==> src/hdl/uart_pkg.sv <==
// shared widths, register map and bus word layout for the UART controller
// imported by every RTL module and by the testbench

`default_nettype none

package uart_pkg;

  ////////////////////////////////////////////////////////////////////////////
  // character and counter widths
  ////////////////////////////////////////////////////////////////////////////

  localparam int unsigned DATA_W = 8;
  localparam int unsigned STOP_W = 1;
  localparam int unsigned BAUD_W = 8;

  // start + data + stop
  localparam int unsigned SHF_LEN = 1 + DATA_W + STOP_W;
  localparam int unsigned SHF_CW = 4;
  localparam logic [SHF_CW-1:0] SHF_LAST = SHF_CW'(SHF_LEN - 1);

  ////////////////////////////////////////////////////////////////////////////
  // host port and register map
  ////////////////////////////////////////////////////////////////////////////

  localparam int unsigned BUS_W = 16;
  localparam int unsigned ADDR_W = 2;

  // write pushes tx, read pops rx
  localparam logic [ADDR_W-1:0] REG_DATA = 2'd0;
  // read only, read clears overflow
  localparam logic [ADDR_W-1:0] REG_STATUS = 2'd1;
  localparam logic [ADDR_W-1:0] REG_CFG = 2'd2;

  // status bit positions
  localparam int unsigned ST_RX_AVAIL = 0;
  localparam int unsigned ST_TX_FULL = 1;
  localparam int unsigned ST_RX_OVF = 2;

  // fifo geometry, pointers carry one extra wrap bit
  localparam int unsigned FIFO_DEPTH = 8;
  localparam int unsigned FIFO_AW = 3;

  // register port FSM encoding
  localparam logic [1:0] CTL_IDLE = 2'd0;
  localparam logic [1:0] CTL_ACCESS = 2'd1;
  localparam logic [1:0] CTL_RELEASE = 2'd2;

  // one bus word, seen as configuration or as a character
  typedef union packed {
    struct packed {
      logic [BAUD_W-1:0] smp;
      logic [BAUD_W-1:0] bdr;
    } cfg;
    struct packed {
      logic [BUS_W-DATA_W-1:0] rsv;
      logic [DATA_W-1:0]       chr;
    } data;
  } uart_word_u;

endpackage

`default_nettype wire

==> src/hdl/uart_ctl.sv <==
// register port of the UART, four-phase req/ack towards the host
// holds configuration and overflow flag, moves bytes into and out of the FIFOs

`timescale 1ns/1ps
`default_nettype none

module uart_ctl import uart_pkg::*; (
  input  logic              clk,
  input  logic              rst,
  // host port
  input  logic              req,
  input  logic              we,
  input  logic [ADDR_W-1:0] addr,
  input  logic [BUS_W-1:0]  wdata,
  output logic              ack,
  output logic [BUS_W-1:0]  rdata,
  // configuration to both directions
  output logic [BAUD_W-1:0] cfg_bdr,
  output logic [BAUD_W-1:0] cfg_smp,
  // transmit FIFO write side
  input  logic              tx_full,
  output logic              tx_push,
  output logic [DATA_W-1:0] tx_wdat,
  // receive FIFO
  input  logic              rx_empty,
  input  logic              rx_full,
  input  logic [DATA_W-1:0] rx_rdat,
  output logic              rx_pop,
  output logic              rx_push,
  output logic [DATA_W-1:0] rx_wdat,
  // deserializer stream
  input  logic              str_vld,
  input  logic [DATA_W-1:0] str_dat
);

  logic [1:0] state;

  // write word, config register and read word
  uart_word_u wword;
  uart_word_u cfg_q;
  uart_word_u rword;

  logic [BUS_W-1:0] st_word;
  logic ovf;

  // access finishes this cycle
  logic acc_go;
  logic is_data;

  assign wword   = wdata;
  assign is_data = addr == REG_DATA;

  // data write waits for space in the tx FIFO
  assign acc_go = (state == CTL_ACCESS) && !(we && is_data && tx_full);

  ////////////////////////////////////////////////////////////////////////////
  // FIFO access
  ////////////////////////////////////////////////////////////////////////////

  assign tx_push = acc_go && we && is_data;
  assign tx_wdat = wword.data.chr;
  assign rx_pop  = acc_go && !we && is_data && !rx_empty;

  // no ready towards des, a full rx FIFO drops the byte
  assign rx_push = str_vld && !rx_full;
  assign rx_wdat = str_dat;

  assign cfg_bdr = cfg_q.cfg.bdr;
  assign cfg_smp = cfg_q.cfg.smp;

  ////////////////////////////////////////////////////////////////////////////
  // read mux
  ////////////////////////////////////////////////////////////////////////////

  always_comb begin
    st_word              = '0;
    st_word[ST_RX_AVAIL] = !rx_empty;
    st_word[ST_TX_FULL]  = tx_full;
    st_word[ST_RX_OVF]   = ovf;
  end

  always_comb begin
    rword = '0;
    case (addr)
      // empty rx FIFO reads as zero
      REG_DATA:   if (!rx_empty) rword.data.chr = rx_rdat;
      REG_STATUS: rword = st_word;
      REG_CFG:    rword = cfg_q;
      default:    rword = '0;
    endcase
  end

  ////////////////////////////////////////////////////////////////////////////
  // handshake FSM, config and overflow
  ////////////////////////////////////////////////////////////////////////////

  always_ff @(posedge clk or posedge rst) begin
    if (rst) begin
      state <= CTL_IDLE;
      ack   <= 1'b0;
      cfg_q <= '0;
      ovf   <= 1'b0;
    end else begin
      case (state)
        CTL_IDLE:    if (req) state <= CTL_ACCESS;
        CTL_ACCESS:  if (acc_go) begin
          ack   <= 1'b1;
          state <= CTL_RELEASE;
        end
        // hold ack until host lets go
        CTL_RELEASE: if (!req) begin
          ack   <= 1'b0;
          state <= CTL_IDLE;
        end
        default:     state <= CTL_IDLE;
      endcase
      if (acc_go && we && addr == REG_CFG) cfg_q <= wword;
      // a new loss wins over a clearing status read
      if (str_vld && rx_full)                      ovf <= 1'b1;
      else if (acc_go && !we && addr == REG_STATUS) ovf <= 1'b0;
    end
  end

  // rdata stays put while ack is high
  always_ff @(posedge clk) begin
    if (acc_go && !we) rdata <= rword;
  end

  // ack is set on the edge after the one that still saw req
  a_ack_req: assert property (@(posedge clk) disable iff (rst) $rose(ack) |-> $past(req));

endmodule

`default_nettype wire

==> src/hdl/uart_des.sv <==
// receive side deserializer, turns 8N1 frames on rxd into a byte stream
// the stream has no ready, a byte is offered for exactly one cycle

`timescale 1ns/1ps
`default_nettype none

module uart_des import uart_pkg::*; (
  input  logic              clk,
  input  logic              rst,
  input  logic [BAUD_W-1:0] cfg_bdr,
  input  logic [BAUD_W-1:0] cfg_smp,
  input  logic              rxd,
  output logic              str_vld,
  output logic [DATA_W-1:0] str_dat
);

  // start edge detection
  logic rxd_dly;
  logic rxd_edg;

  // baud counter and sample point
  logic [BAUD_W-1:0] bdr_cnt;
  logic bdr_end;
  logic bdr_smp;

  // bit counter
  logic [SHF_CW-1:0] shf_cnt;
  logic shf_end;
  logic shf_run;

  // data and stop bits, start falls off the bottom
  logic [DATA_W+STOP_W-1:0] shf_dat;

  ////////////////////////////////////////////////////////////////////////////
  // start edge
  ////////////////////////////////////////////////////////////////////////////

  // line idles high
  always_ff @(posedge clk or posedge rst) begin
    if (rst) rxd_dly <= 1'b1;
    else     rxd_dly <= rxd;
  end

  assign rxd_edg = rxd_dly & ~rxd;

  ////////////////////////////////////////////////////////////////////////////
  // baud and bit counters
  ////////////////////////////////////////////////////////////////////////////

  assign bdr_end = bdr_cnt == cfg_bdr;
  assign bdr_smp = bdr_cnt == cfg_smp;
  assign shf_end = shf_cnt == SHF_LAST;

  always_ff @(posedge clk or posedge rst) begin
    if (rst) begin
      bdr_cnt <= '0;
      shf_cnt <= '0;
      shf_run <= 1'b0;
    end else if (!shf_run) begin
      bdr_cnt <= '0;
      // wait for the falling start edge
      if (rxd_edg) begin
        shf_cnt <= '0;
        shf_run <= 1'b1;
      end
    end else begin
      bdr_cnt <= bdr_end ? '0 : bdr_cnt + 1'b1;
      // stop once the last stop bit is sampled, not at bit end
      if (shf_end && bdr_smp) begin
        shf_cnt <= '0;
        shf_run <= 1'b0;
      end else if (!shf_end && bdr_end) begin
        shf_cnt <= shf_cnt + 1'b1;
      end
    end
  end

  // lsb first, shifted in from the top
  always_ff @(posedge clk) begin
    if (shf_run && bdr_smp) shf_dat <= {rxd, shf_dat[DATA_W+STOP_W-1:1]};
  end

  ////////////////////////////////////////////////////////////////////////////
  // output stream
  ////////////////////////////////////////////////////////////////////////////

  always_ff @(posedge clk or posedge rst) begin
    if (rst) str_vld <= 1'b0;
    else     str_vld <= shf_run & shf_end & bdr_smp;
  end

  assign str_dat = shf_dat[DATA_W-1:0];

  // a sample point past the bit end is never reached
  a_smp_range: assert property (@(posedge clk) disable iff (rst)
    shf_run |-> cfg_smp <= cfg_bdr);

endmodule

`default_nettype wire

==> src/hdl/uart_fifo.sv <==
// synchronous byte FIFO, one instance per direction
// read data is shown ahead, a pushed byte is readable after one edge

`timescale 1ns/1ps
`default_nettype none

module uart_fifo import uart_pkg::*; (
  input  logic              clk,
  input  logic              rst,
  input  logic              push,
  input  logic [DATA_W-1:0] wdat,
  input  logic              pop,
  output logic [DATA_W-1:0] rdat,
  output logic              full,
  output logic              empty
);

  // storage
  logic [DATA_W-1:0] mem [FIFO_DEPTH];

  // msb is the wrap bit
  logic [FIFO_AW:0] wr_ptr;
  logic [FIFO_AW:0] rd_ptr;

  ////////////////////////////////////////////////////////////////////////////
  // pointers
  ////////////////////////////////////////////////////////////////////////////

  always_ff @(posedge clk or posedge rst) begin
    if (rst) begin
      wr_ptr <= '0;
      rd_ptr <= '0;
    end else begin
      if (push) wr_ptr <= wr_ptr + 1'b1;
      if (pop)  rd_ptr <= rd_ptr + 1'b1;
    end
  end

  always_ff @(posedge clk) begin
    if (push) mem[wr_ptr[FIFO_AW-1:0]] <= wdat;
  end

  assign rdat = mem[rd_ptr[FIFO_AW-1:0]];

  // same slot, wrap bits tell full from empty
  assign empty = wr_ptr == rd_ptr;
  assign full  = (wr_ptr[FIFO_AW] != rd_ptr[FIFO_AW]) &&
                 (wr_ptr[FIFO_AW-1:0] == rd_ptr[FIFO_AW-1:0]);

  ////////////////////////////////////////////////////////////////////////////
  // the producer and consumer must respect the flags
  ////////////////////////////////////////////////////////////////////////////

  a_no_ovr: assert property (@(posedge clk) disable iff (rst) push |-> !full);
  a_no_udr: assert property (@(posedge clk) disable iff (rst) pop |-> !empty);

endmodule

`default_nettype wire

==> src/hdl/uart_ser.sv <==
// transmit side serializer, pops the tx FIFO and sends 8N1 frames on txd
// one bit lasts cfg_bdr+1 clock cycles

`timescale 1ns/1ps
`default_nettype none

module uart_ser import uart_pkg::*; (
  input  logic              clk,
  input  logic              rst,
  input  logic [BAUD_W-1:0] cfg_bdr,
  input  logic              fifo_empty,
  input  logic [DATA_W-1:0] fifo_rdat,
  output logic              fifo_pop,
  output logic              txd
);

  // baud counter
  logic [BAUD_W-1:0] bdr_cnt;
  logic bdr_end;

  // bit counter and frame state
  logic [SHF_CW-1:0] shf_cnt;
  logic shf_run;

  // start, data and stop, bit 0 is on the line
  logic [SHF_LEN-1:0] shf_dat;

  // take a byte as soon as idle
  assign fifo_pop = !shf_run && !fifo_empty;

  assign bdr_end = bdr_cnt == cfg_bdr;

  ////////////////////////////////////////////////////////////////////////////
  // frame control
  ////////////////////////////////////////////////////////////////////////////

  always_ff @(posedge clk or posedge rst) begin
    if (rst) begin
      bdr_cnt <= '0;
      shf_cnt <= '0;
      shf_run <= 1'b0;
    end else if (fifo_pop) begin
      bdr_cnt <= '0;
      shf_cnt <= '0;
      shf_run <= 1'b1;
    end else if (shf_run) begin
      bdr_cnt <= bdr_end ? '0 : bdr_cnt + 1'b1;
      if (bdr_end) begin
        // end of stop bit frees the serializer
        if (shf_cnt == SHF_LAST) shf_run <= 1'b0;
        else                     shf_cnt <= shf_cnt + 1'b1;
      end
    end
  end

  // load a whole frame, then shift towards bit 0
  always_ff @(posedge clk) begin
    if (fifo_pop)                shf_dat <= {{STOP_W{1'b1}}, fifo_rdat, 1'b0};
    else if (shf_run && bdr_end) shf_dat <= {1'b1, shf_dat[SHF_LEN-1:1]};
  end

  // idle line is high
  assign txd = !shf_run || shf_dat[0];

  // a divisor lowered mid-frame would let the counter run past the bit end
  a_bdr_range: assert property (@(posedge clk) disable iff (rst)
    shf_run |-> bdr_cnt <= cfg_bdr);

endmodule

`default_nettype wire

==> src/hdl/uart_top.sv <==
// UART controller top, register port plus tx and rx paths
// txd and rxd are the serial pins, the rest is the host port

`timescale 1ns/1ps
`default_nettype none

module uart_top import uart_pkg::*; (
  input  logic              clk,
  input  logic              rst,
  input  logic              req,
  input  logic              we,
  input  logic [ADDR_W-1:0] addr,
  input  logic [BUS_W-1:0]  wdata,
  output logic              ack,
  output logic [BUS_W-1:0]  rdata,
  input  logic              rxd,
  output logic              txd
);

  logic [BAUD_W-1:0] cfg_bdr;
  logic [BAUD_W-1:0] cfg_smp;

  // transmit path
  logic              tx_push;
  logic [DATA_W-1:0] tx_wdat;
  logic              tx_pop;
  logic [DATA_W-1:0] tx_rdat;
  logic              tx_full;
  logic              tx_empty;

  // receive path
  logic              rx_push;
  logic [DATA_W-1:0] rx_wdat;
  logic              rx_pop;
  logic [DATA_W-1:0] rx_rdat;
  logic              rx_full;
  logic              rx_empty;
  logic              str_vld;
  logic [DATA_W-1:0] str_dat;

  uart_ctl ctl (
    .clk, .rst, .req, .we, .addr, .wdata, .ack, .rdata,
    .cfg_bdr, .cfg_smp,
    .tx_full, .tx_push, .tx_wdat,
    .rx_empty, .rx_full, .rx_rdat, .rx_pop, .rx_push, .rx_wdat,
    .str_vld, .str_dat
  );

  uart_fifo tx_fifo (
    .clk, .rst, .push(tx_push), .wdat(tx_wdat), .pop(tx_pop),
    .rdat(tx_rdat), .full(tx_full), .empty(tx_empty)
  );

  uart_fifo rx_fifo (
    .clk, .rst, .push(rx_push), .wdat(rx_wdat), .pop(rx_pop),
    .rdat(rx_rdat), .full(rx_full), .empty(rx_empty)
  );

  uart_ser ser (
    .clk, .rst, .cfg_bdr, .fifo_empty(tx_empty), .fifo_rdat(tx_rdat),
    .fifo_pop(tx_pop), .txd
  );

  uart_des des (.clk, .rst, .cfg_bdr, .cfg_smp, .rxd, .str_vld, .str_dat);

endmodule

`default_nettype wire

==> config.mk <==
export PLATFORM = sky130hd
export DESIGN_NAME = uart_top
export DESIGN_NICKNAME = d
export VERILOG_FILES = /design/src/hdl/uart_pkg.sv /design/src/hdl/uart_ctl.sv /design/src/hdl/uart_des.sv /design/src/hdl/uart_fifo.sv /design/src/hdl/uart_ser.sv /design/src/hdl/uart_top.sv
export SDC_FILE = /design/constraint.sdc
export NUM_CORES = 1
export LEC_CHECK = 0
export BUFFER_PORTS_ARGS = -buffer_cell sky130_fd_sc_hd__buf_2
export CAP_MARGIN = 10
export CORE_MARGIN = 4
export CORE_UTILIZATION = 60
export DETAILED_ROUTE_END_ITERATION = 7
export PLACE_DENSITY = 0.85
export REMOVE_ABC_BUFFERS = 1
export SETUP_SLACK_MARGIN = 0.05
export SLEW_MARGIN = 20
export SYNTH_ARGS = -nofsm -noshare
export SYNTH_HDL_FRONTEND = slang
export SYNTH_SLANG_ARGS = --single-unit
==> constraint.sdc <==
create_clock -name clk -period 8.55 [get_ports clk]
set_input_delay 2.1375 -clock clk [delete_from_list [all_inputs] [get_ports clk]]
set_output_delay 2.1375 -clock clk [all_outputs]
set_load 0.05 [all_outputs]
==> results.ini, run 1 <==
[clocking]
cts_tree = done
ctsResizeCount = 0
clock-sinks = 226
numCtsBuffers = 23
clockBufferDepth = 3
clk_latency_ns = 0.50
clk_pin_slew_ns = 0.06
htree_num_levels = 1
hold_buffers = 0
cts_setup_buffers = 0
root_buffer = clkbuf_16

[placement]
numPortBuffers = 40
place_inst = 822
detailed_place_hpwl_um = 12300
place_congestion = 0.784

[pwr]
ir_drop_uv = 187
power_density_nw_per_um2 = 290
p_leak_nw = 3.82

[global_routing]
grt_overflow = 0
grt_util_all_layers = 0.215
antenna_found_initial = 2
grt_max_degree = 65
grt_pass1_vias = 5258
grt_pass1_wl_um = 29900

[logic_synthesis]
synth.area.top_cells = edfxtp_1 (51%), dfrtp_1 (17%), mux4_2 (7.6%), xnor2_1 (2.7%), xor2_1 (2.1%)
synth_async_sr_flop_share = 0.283
synth_edf_count = 161
synth.top_cell.area_share = 0.513
seq_area_frac_synth = 0.685
syn_area_um2 = 9430
synthCells = 590
synth_area_per_cell_um2 = 16.0
synth_seq_cells = 226
synth_warnings = 0
yosys.area.top_type = edfxtp_1
ys.flop_type = edfxtp_1
yosysUniqueCellTypes = 56

[finish]
diodes = 0
fillers = 980
final-instance-count-excl-fill = 862
multi_input_area_um2 = 2850
drive_above_1_share = 0.200
area_growth_pct = 11.8
finalNetCount = 669
register_area_um2 = 6460

[sta]
skew_ns = 0.00976
period_needed_ns = 3.71
worst_slew_pin_slew_ns = 1.04
maxSlewViolCount = 0
fin_crit_sh = 0.434
hold_viol_final = 0
tns_ns = 0
rsz0062_at_grt = no
max_freq_ghz = 0.269
setup_viol_count_final = 0
timing.slew.headroom = 0.299

[routing]
drtIter0Drc = 433
firstDrtPassIters = 5
wl_per_cell_um = 21.8
drc = 0
wirelength_um = 18800
num_vias = 5220
routed_via_density = 6.06
ant_nets = 0

[floorplanning]
rows = 45
dieArea_um2 = 17800
die_y_um = 133
start_util = 0.616
ios = 41
coreArea_um2 = 15300
die_w_um = 133

[setup_path]
worst-setup-path-type = input pin to register
worst_setup_path_end_kind = register
rrSetupSlack_ns = 5.37
required_ns = 8.66
start_kind = input pin
crit_arrival_ns = 3.82
path_max_fanout = 8

[job]
maxCapViolCount = 0

[run_status]
status = finished clean

[worst_hold_path]
min_path_type = register to register

[kinds of logic (layout without fill, tap and decap cells)]
family                   after synthesis  count (layout)  synth area share
AO/OA/AOI/OAI                         56              56            0.0410
XOR/XNOR                              52              52            0.0483
adder cells (fa/ha/maj)               10              10            0.0133
buffers and inverters                 36              97            0.0163
flip-flops                           226             226             0.685
multiplexers                          70              70             0.120
AND/OR/NAND/NOR                      140             140            0.0769
[state kept, by name, summed over array words and instances, names as in the netlist, 8 cells and up]
register	count
des.bdr_cnt	8
tx_fifo.mem	64
ctl.rdata	16
ser.shf_dat	9
ser.bdr_cnt	8
des.shf_dat	9
rx_fifo.mem	64
ctl.cfg_q	16
[cell type report]
| cell class | instances | share of cell area |
|---|---|---|
| Multi-Input combinational cell | 328 | 0.270 |
| Timing Repair Buffer | 43 | 0.0211 |
| Clock buffer | 31 | 0.0574 |
| Inverter | 14 | 0.00498 |
| Clock inverter | 9 | 0.00866 |
| Tap cell | 211 | 0.0250 |
| Sequential cell | 226 | 0.613 |
[through the flow]
step | hold WS, ns | power (mW) | worst slack [ns] | instance area, um^2 | utilization
after floorplan | 0.400 | 1.95 | 4.15 | 9330 | -
after global placement | 0.407 | 2.09 | 4.47 | 9830 | 0.642
after detailed placement | 0.410 | 2.13 | 4.31 | 9840 | 0.642
after CTS | 0.433 | 3.07 | 4.78 | 10500 | 0.688
after global routing | 0.450 | 3.20 | 4.73 | 10500 | 0.688
final | 0.431 | 3.06 | 4.84 | 10500 | 0.688
[power breakdown]
| group | total, mW | internal (mW) | switching [mW] |
|---|---|---|---|
| registers | 1.51 | 1.31 | 0.203 |
| clock network | 0.943 | 0.554 | 0.389 |
| logic | 0.599 | 0.300 | 0.299 |
[cell usage after synthesis (3+ instances only)]
cell type  number
mux2i_1        17
mux2_1          8
buf_2           9
a22o_1          9
nand3_1        13
nor3_1          5
dfrtp_1        63
nand2b_1        7
o21ai_1        13
o21ai_0         8
nor2_1         34
mux2_2         13
ha_1           10
and2_1         11
inv_1          14
nand2_1        38
or2_1           3
nand4_1         7
and3_1          5
xnor2_1        29
clkbuf_1       10
a21o_1          3
xor2_1         23
a21oi_1         5
edfxtp_1      161
mux4_2         32
nor2b_1         3
nor3b_1         3
[worst paths after layout]
path	start	endpoint	depth (start not counted)
setup / recovery	we	tx_fifo.mem[2][0]	5
hold reg to reg	des.shf_dat[8]	des.shf_dat[7]	0
max in group asynchronous	rst	tx_fifo.rd_ptr[0]	3
hold / removal	des.shf_dat[8]	des.shf_dat[7]	0
setup reg to reg	tx_fifo.rd_ptr[1]	tx_fifo.mem[2][0]	5
min in group asynchronous	rst	ser.shf_run	3
[per-layer routing]
layer | share of wire | up-vias | track usage | routed length, um
li1 | - | 2322 | - | -
met1 | 0.41 | 2667 | 0.305 | 7770
met2 | 0.50 | 191 | 0.359 | 9450
met3 | 0.060 | 36 | 0.0359 | 1130
met4 | 0.021 | 4 | 0.0469 | 403
met5 | 0.0016 | - | 0 | 30
[cells in the final DEF, fill, tap and decap left out, types with 3 or more instances in the layout]
master	netlist	layout
nand2b_1	7	7
dfrtp_1	63	62
mux4_2	32	32
mux2_1	8	8
nor3_2	0	3
a22o_1	9	9
edfxtp_1	161	161
mux2i_1	17	17
nand2_1	38	38
and3_1	5	5
xnor2_1	29	29
inv_1	14	13
xor2_1	23	23
buf_2	9	40
and2_1	11	11
clkbuf_16	0	23
clkinv_1	0	5
mux2_2	13	13
nand3_1	13	13
a21o_1	3	3
o21ai_0	8	8
or2_1	3	3
o21ai_1	13	13
nor2_1	34	34
ha_1	10	10
buf_4	0	3
clkbuf_1	10	8
a21oi_1	5	5
nand4_1	7	7
[worst max-delay path, cell delays in order]
cell     delay, ns
buf_2         0.13
nand3_1       0.20
nor4_4        0.36
nand2_1       0.17
nor3_1        0.82
Note: power is estimated with default switching activity, not from simulation.
==> inputs of run 2 (changes only) <==
Settings changed: CORE_UTILIZATION 60 to 55, PLACE_DENSITY 0.85 to 0.82.
Clock period 8.55 ns to 3.2 ns, I/O delays scaled along.
==> run 2 against run 1 <==
Count of clock-buffer cells in the layout shrank 1. Setup slack got worse by 4.2 ns. Hold slack lost 0.12 ns. Combinational power grew to 2.9 times the previous value. Largest cell class unchanged. Sequential share of layout area down 0.68 points. Non-clock buffer count grew 11. First-iteration DRC count is 25% lower. Largest power group unchanged. Critical path depth unchanged. Sequential power grew to 2.6 times the previous value. Cell area rose by 1.1%.
==> results.ini, run 2 (synthesis gave the netlist of run 1 again) <==
[global_routing]
grt_pass1_vias = 5459  ; +3.8%
grt_overflow = 0  ; unchanged
grt_util_all_layers = 0.200  ; -0.0154
grt_max_degree = 47  ; -28%
grt_pass1_wl_um = 30400  ; +1.6%
antenna_found_initial = 2  ; unchanged

[sta]
fin_hold_ws_ns = 0.309  ; -0.122 ns
fin_crit_sh = 0.797
max_freq_ghz = 0.392
hold_viol_final = 0  ; unchanged
tns_ns = 0  ; unchanged
skew_ns = 0.00887  ; -0.000897 ns
setup_viol_count_final = 0  ; unchanged
period_needed_ns = 2.55
maxSlewViolCount = 0  ; unchanged
worst_slew_pin_slew_ns = 0.942  ; -0.101 ns
rsz0062_at_grt = no
timing.slew.headroom = 0.371  ; +0.0712

[finish]
drive_above_1_share = 0.218  ; +0.0187
layout_common_cells = edfxtp_1 (161), dfrtp_1 (63), buf_2 (40)
finalNetCount = 680  ; +1.6%
multi_input_area_um2 = 2830  ; -0.83%
fillers = 1190  ; +21%
register_area_um2 = 6460  ; about the same
diodes = 0  ; unchanged
final_common_cell = edfxtp_1
area_growth_pct = 13.0

[routing]
routed_via_density = 5.85  ; -3.4%
num_vias = 5172  ; -0.92%
wl_per_cell_um = 21.3  ; -2.3%
firstDrtPassIters = 5  ; unchanged
drc = 0  ; unchanged
drtIter0Drc = 324  ; -25%
wirelength_um = 18800  ; +0.22%
ant_nets = 0  ; unchanged

[floorplanning]
die_y_um = 139  ; +4.2%
ios = 41  ; unchanged
dieArea_um2 = 19300  ; +8.5%
die_w_um = 139  ; +4.2%
rows = 47  ; +4.4%
coreArea_um2 = 16700  ; +9.1%
start_util = 0.565  ; -0.0511

[clocking]
hold_buffers = 0  ; unchanged
numCtsBuffers = 23  ; unchanged
clk_pin_slew_ns = 0.06  ; about the same
htree_num_levels = 1  ; unchanged
clk_latency_ns = 0.50  ; about the same
clock-sinks = 226  ; unchanged
root_buffer = clkbuf_16
cts_setup_buffers = 0  ; unchanged
clockBufferDepth = 3  ; unchanged
cts_tree = done
ctsResizeCount = 0  ; unchanged

[setup_path]
start_kind = register
r2r_cells = 5  ; unchanged
rr_endpoint = tx_fifo.mem[1][6]
cp_cell_sequence = xnor2_1 -> and4_1 -> nor4_4 -> nand2b_1 -> nor2_1
worst_setup_path_end_kind = register
crit_arrival_ns = 2.68  ; -1.14 ns
timing.rr.start = tx_fifo.wr_ptr[0]
slowest_stage = nor2_1
worst-setup-path-type = register to register
required_ns = 3.33  ; -5.33 ns
path_max_fanout = 9  ; +1
max_stage_delay_ns = 0.61  ; -0.21 ns
rrSetupSlack_ns = 0.65  ; -4.72 ns

[placement]
detailed_place_hpwl_um = 12900  ; +5.5%
numPortBuffers = 40  ; unchanged
place_congestion = 0.835  ; +6.5%

[run_status]
status = finished clean

[job]
maxCapViolCount = 0  ; unchanged

[pwr]
ir_drop_uv = 435  ; +130%
power_density_nw_per_um2 = 773  ; +170%
p_leak_nw = 3.88  ; +1.6%

[worst_hold_path]
min_path_type = input pin to async pin

-- run 2: how the worst max path moves through the flow --
stage,from,endpoint
after global routing,tx_fifo.wr_ptr[0],tx_fifo.mem[1][6]
after floorplan,we,rx_fifo.rd_ptr[1]
after CTS,tx_fifo.wr_ptr[0],tx_fifo.mem[1][6]
after detailed placement,we,tx_fifo.mem[1][6]
after global placement,we,tx_fifo.mem[1][3]
final,tx_fifo.wr_ptr[0],tx_fifo.mem[1][6]
-- run 2: layer usage --
| layer | part of all wire | GRT usage | routed length [um] |
|---|---|---|---|
| met4 | 0.024 | 0.0566 | 449 |
| met2 | 0.53 | 0.354 | 9990 |
| met3 | 0.050 | 0.0334 | 934 |
| met1 | 0.39 | 0.257 | 7430 |
| met5 | 0.0014 | 0 | 27 |
-- run 2: power by group --
part           internal (mW)  leakage, nW  switching, mW  total, mW
Clock                   1.48        0.348           1.07       2.55
Sequential              3.50         2.28          0.439       3.94
Combinational          0.819         1.26          0.936       1.75
-- run 2: final cells by class --
cell class,instances,area share
Clock buffer,30,0.0593
Inverter,14,0.00493
Multi-Input combinational cell,328,0.265
Clock inverter,12,0.00939
Timing Repair Buffer,54,0.0298
Sequential cell,226,0.606
Tap cell,220,0.0258
-- run 2: through the flow --
stage / power [mW] / cell area, um^2 / utilization / cells / worst slack (ns)
floorplan: 5.21 / 9330 / - / 568 / 0.141
global placement: 5.61 / 9930 / 0.594 / 842 / 0.692
detailed placement: 5.76 / 9930 / 0.594 / 842 / 0.546
CTS: 8.30 / 10700 / 0.638 / 884 / 0.612
global route: 8.63 / 10700 / 0.638 / 884 / 0.455
finish: 8.24 / 10700 / 0.638 / 884 / 0.651
-- run 2: worst max-delay path, delay by kind of cell (launching register included) --
family        cells  cell delay, ns
simple gates      4            1.50
flops             1            0.48
xor+xnor          1            0.21
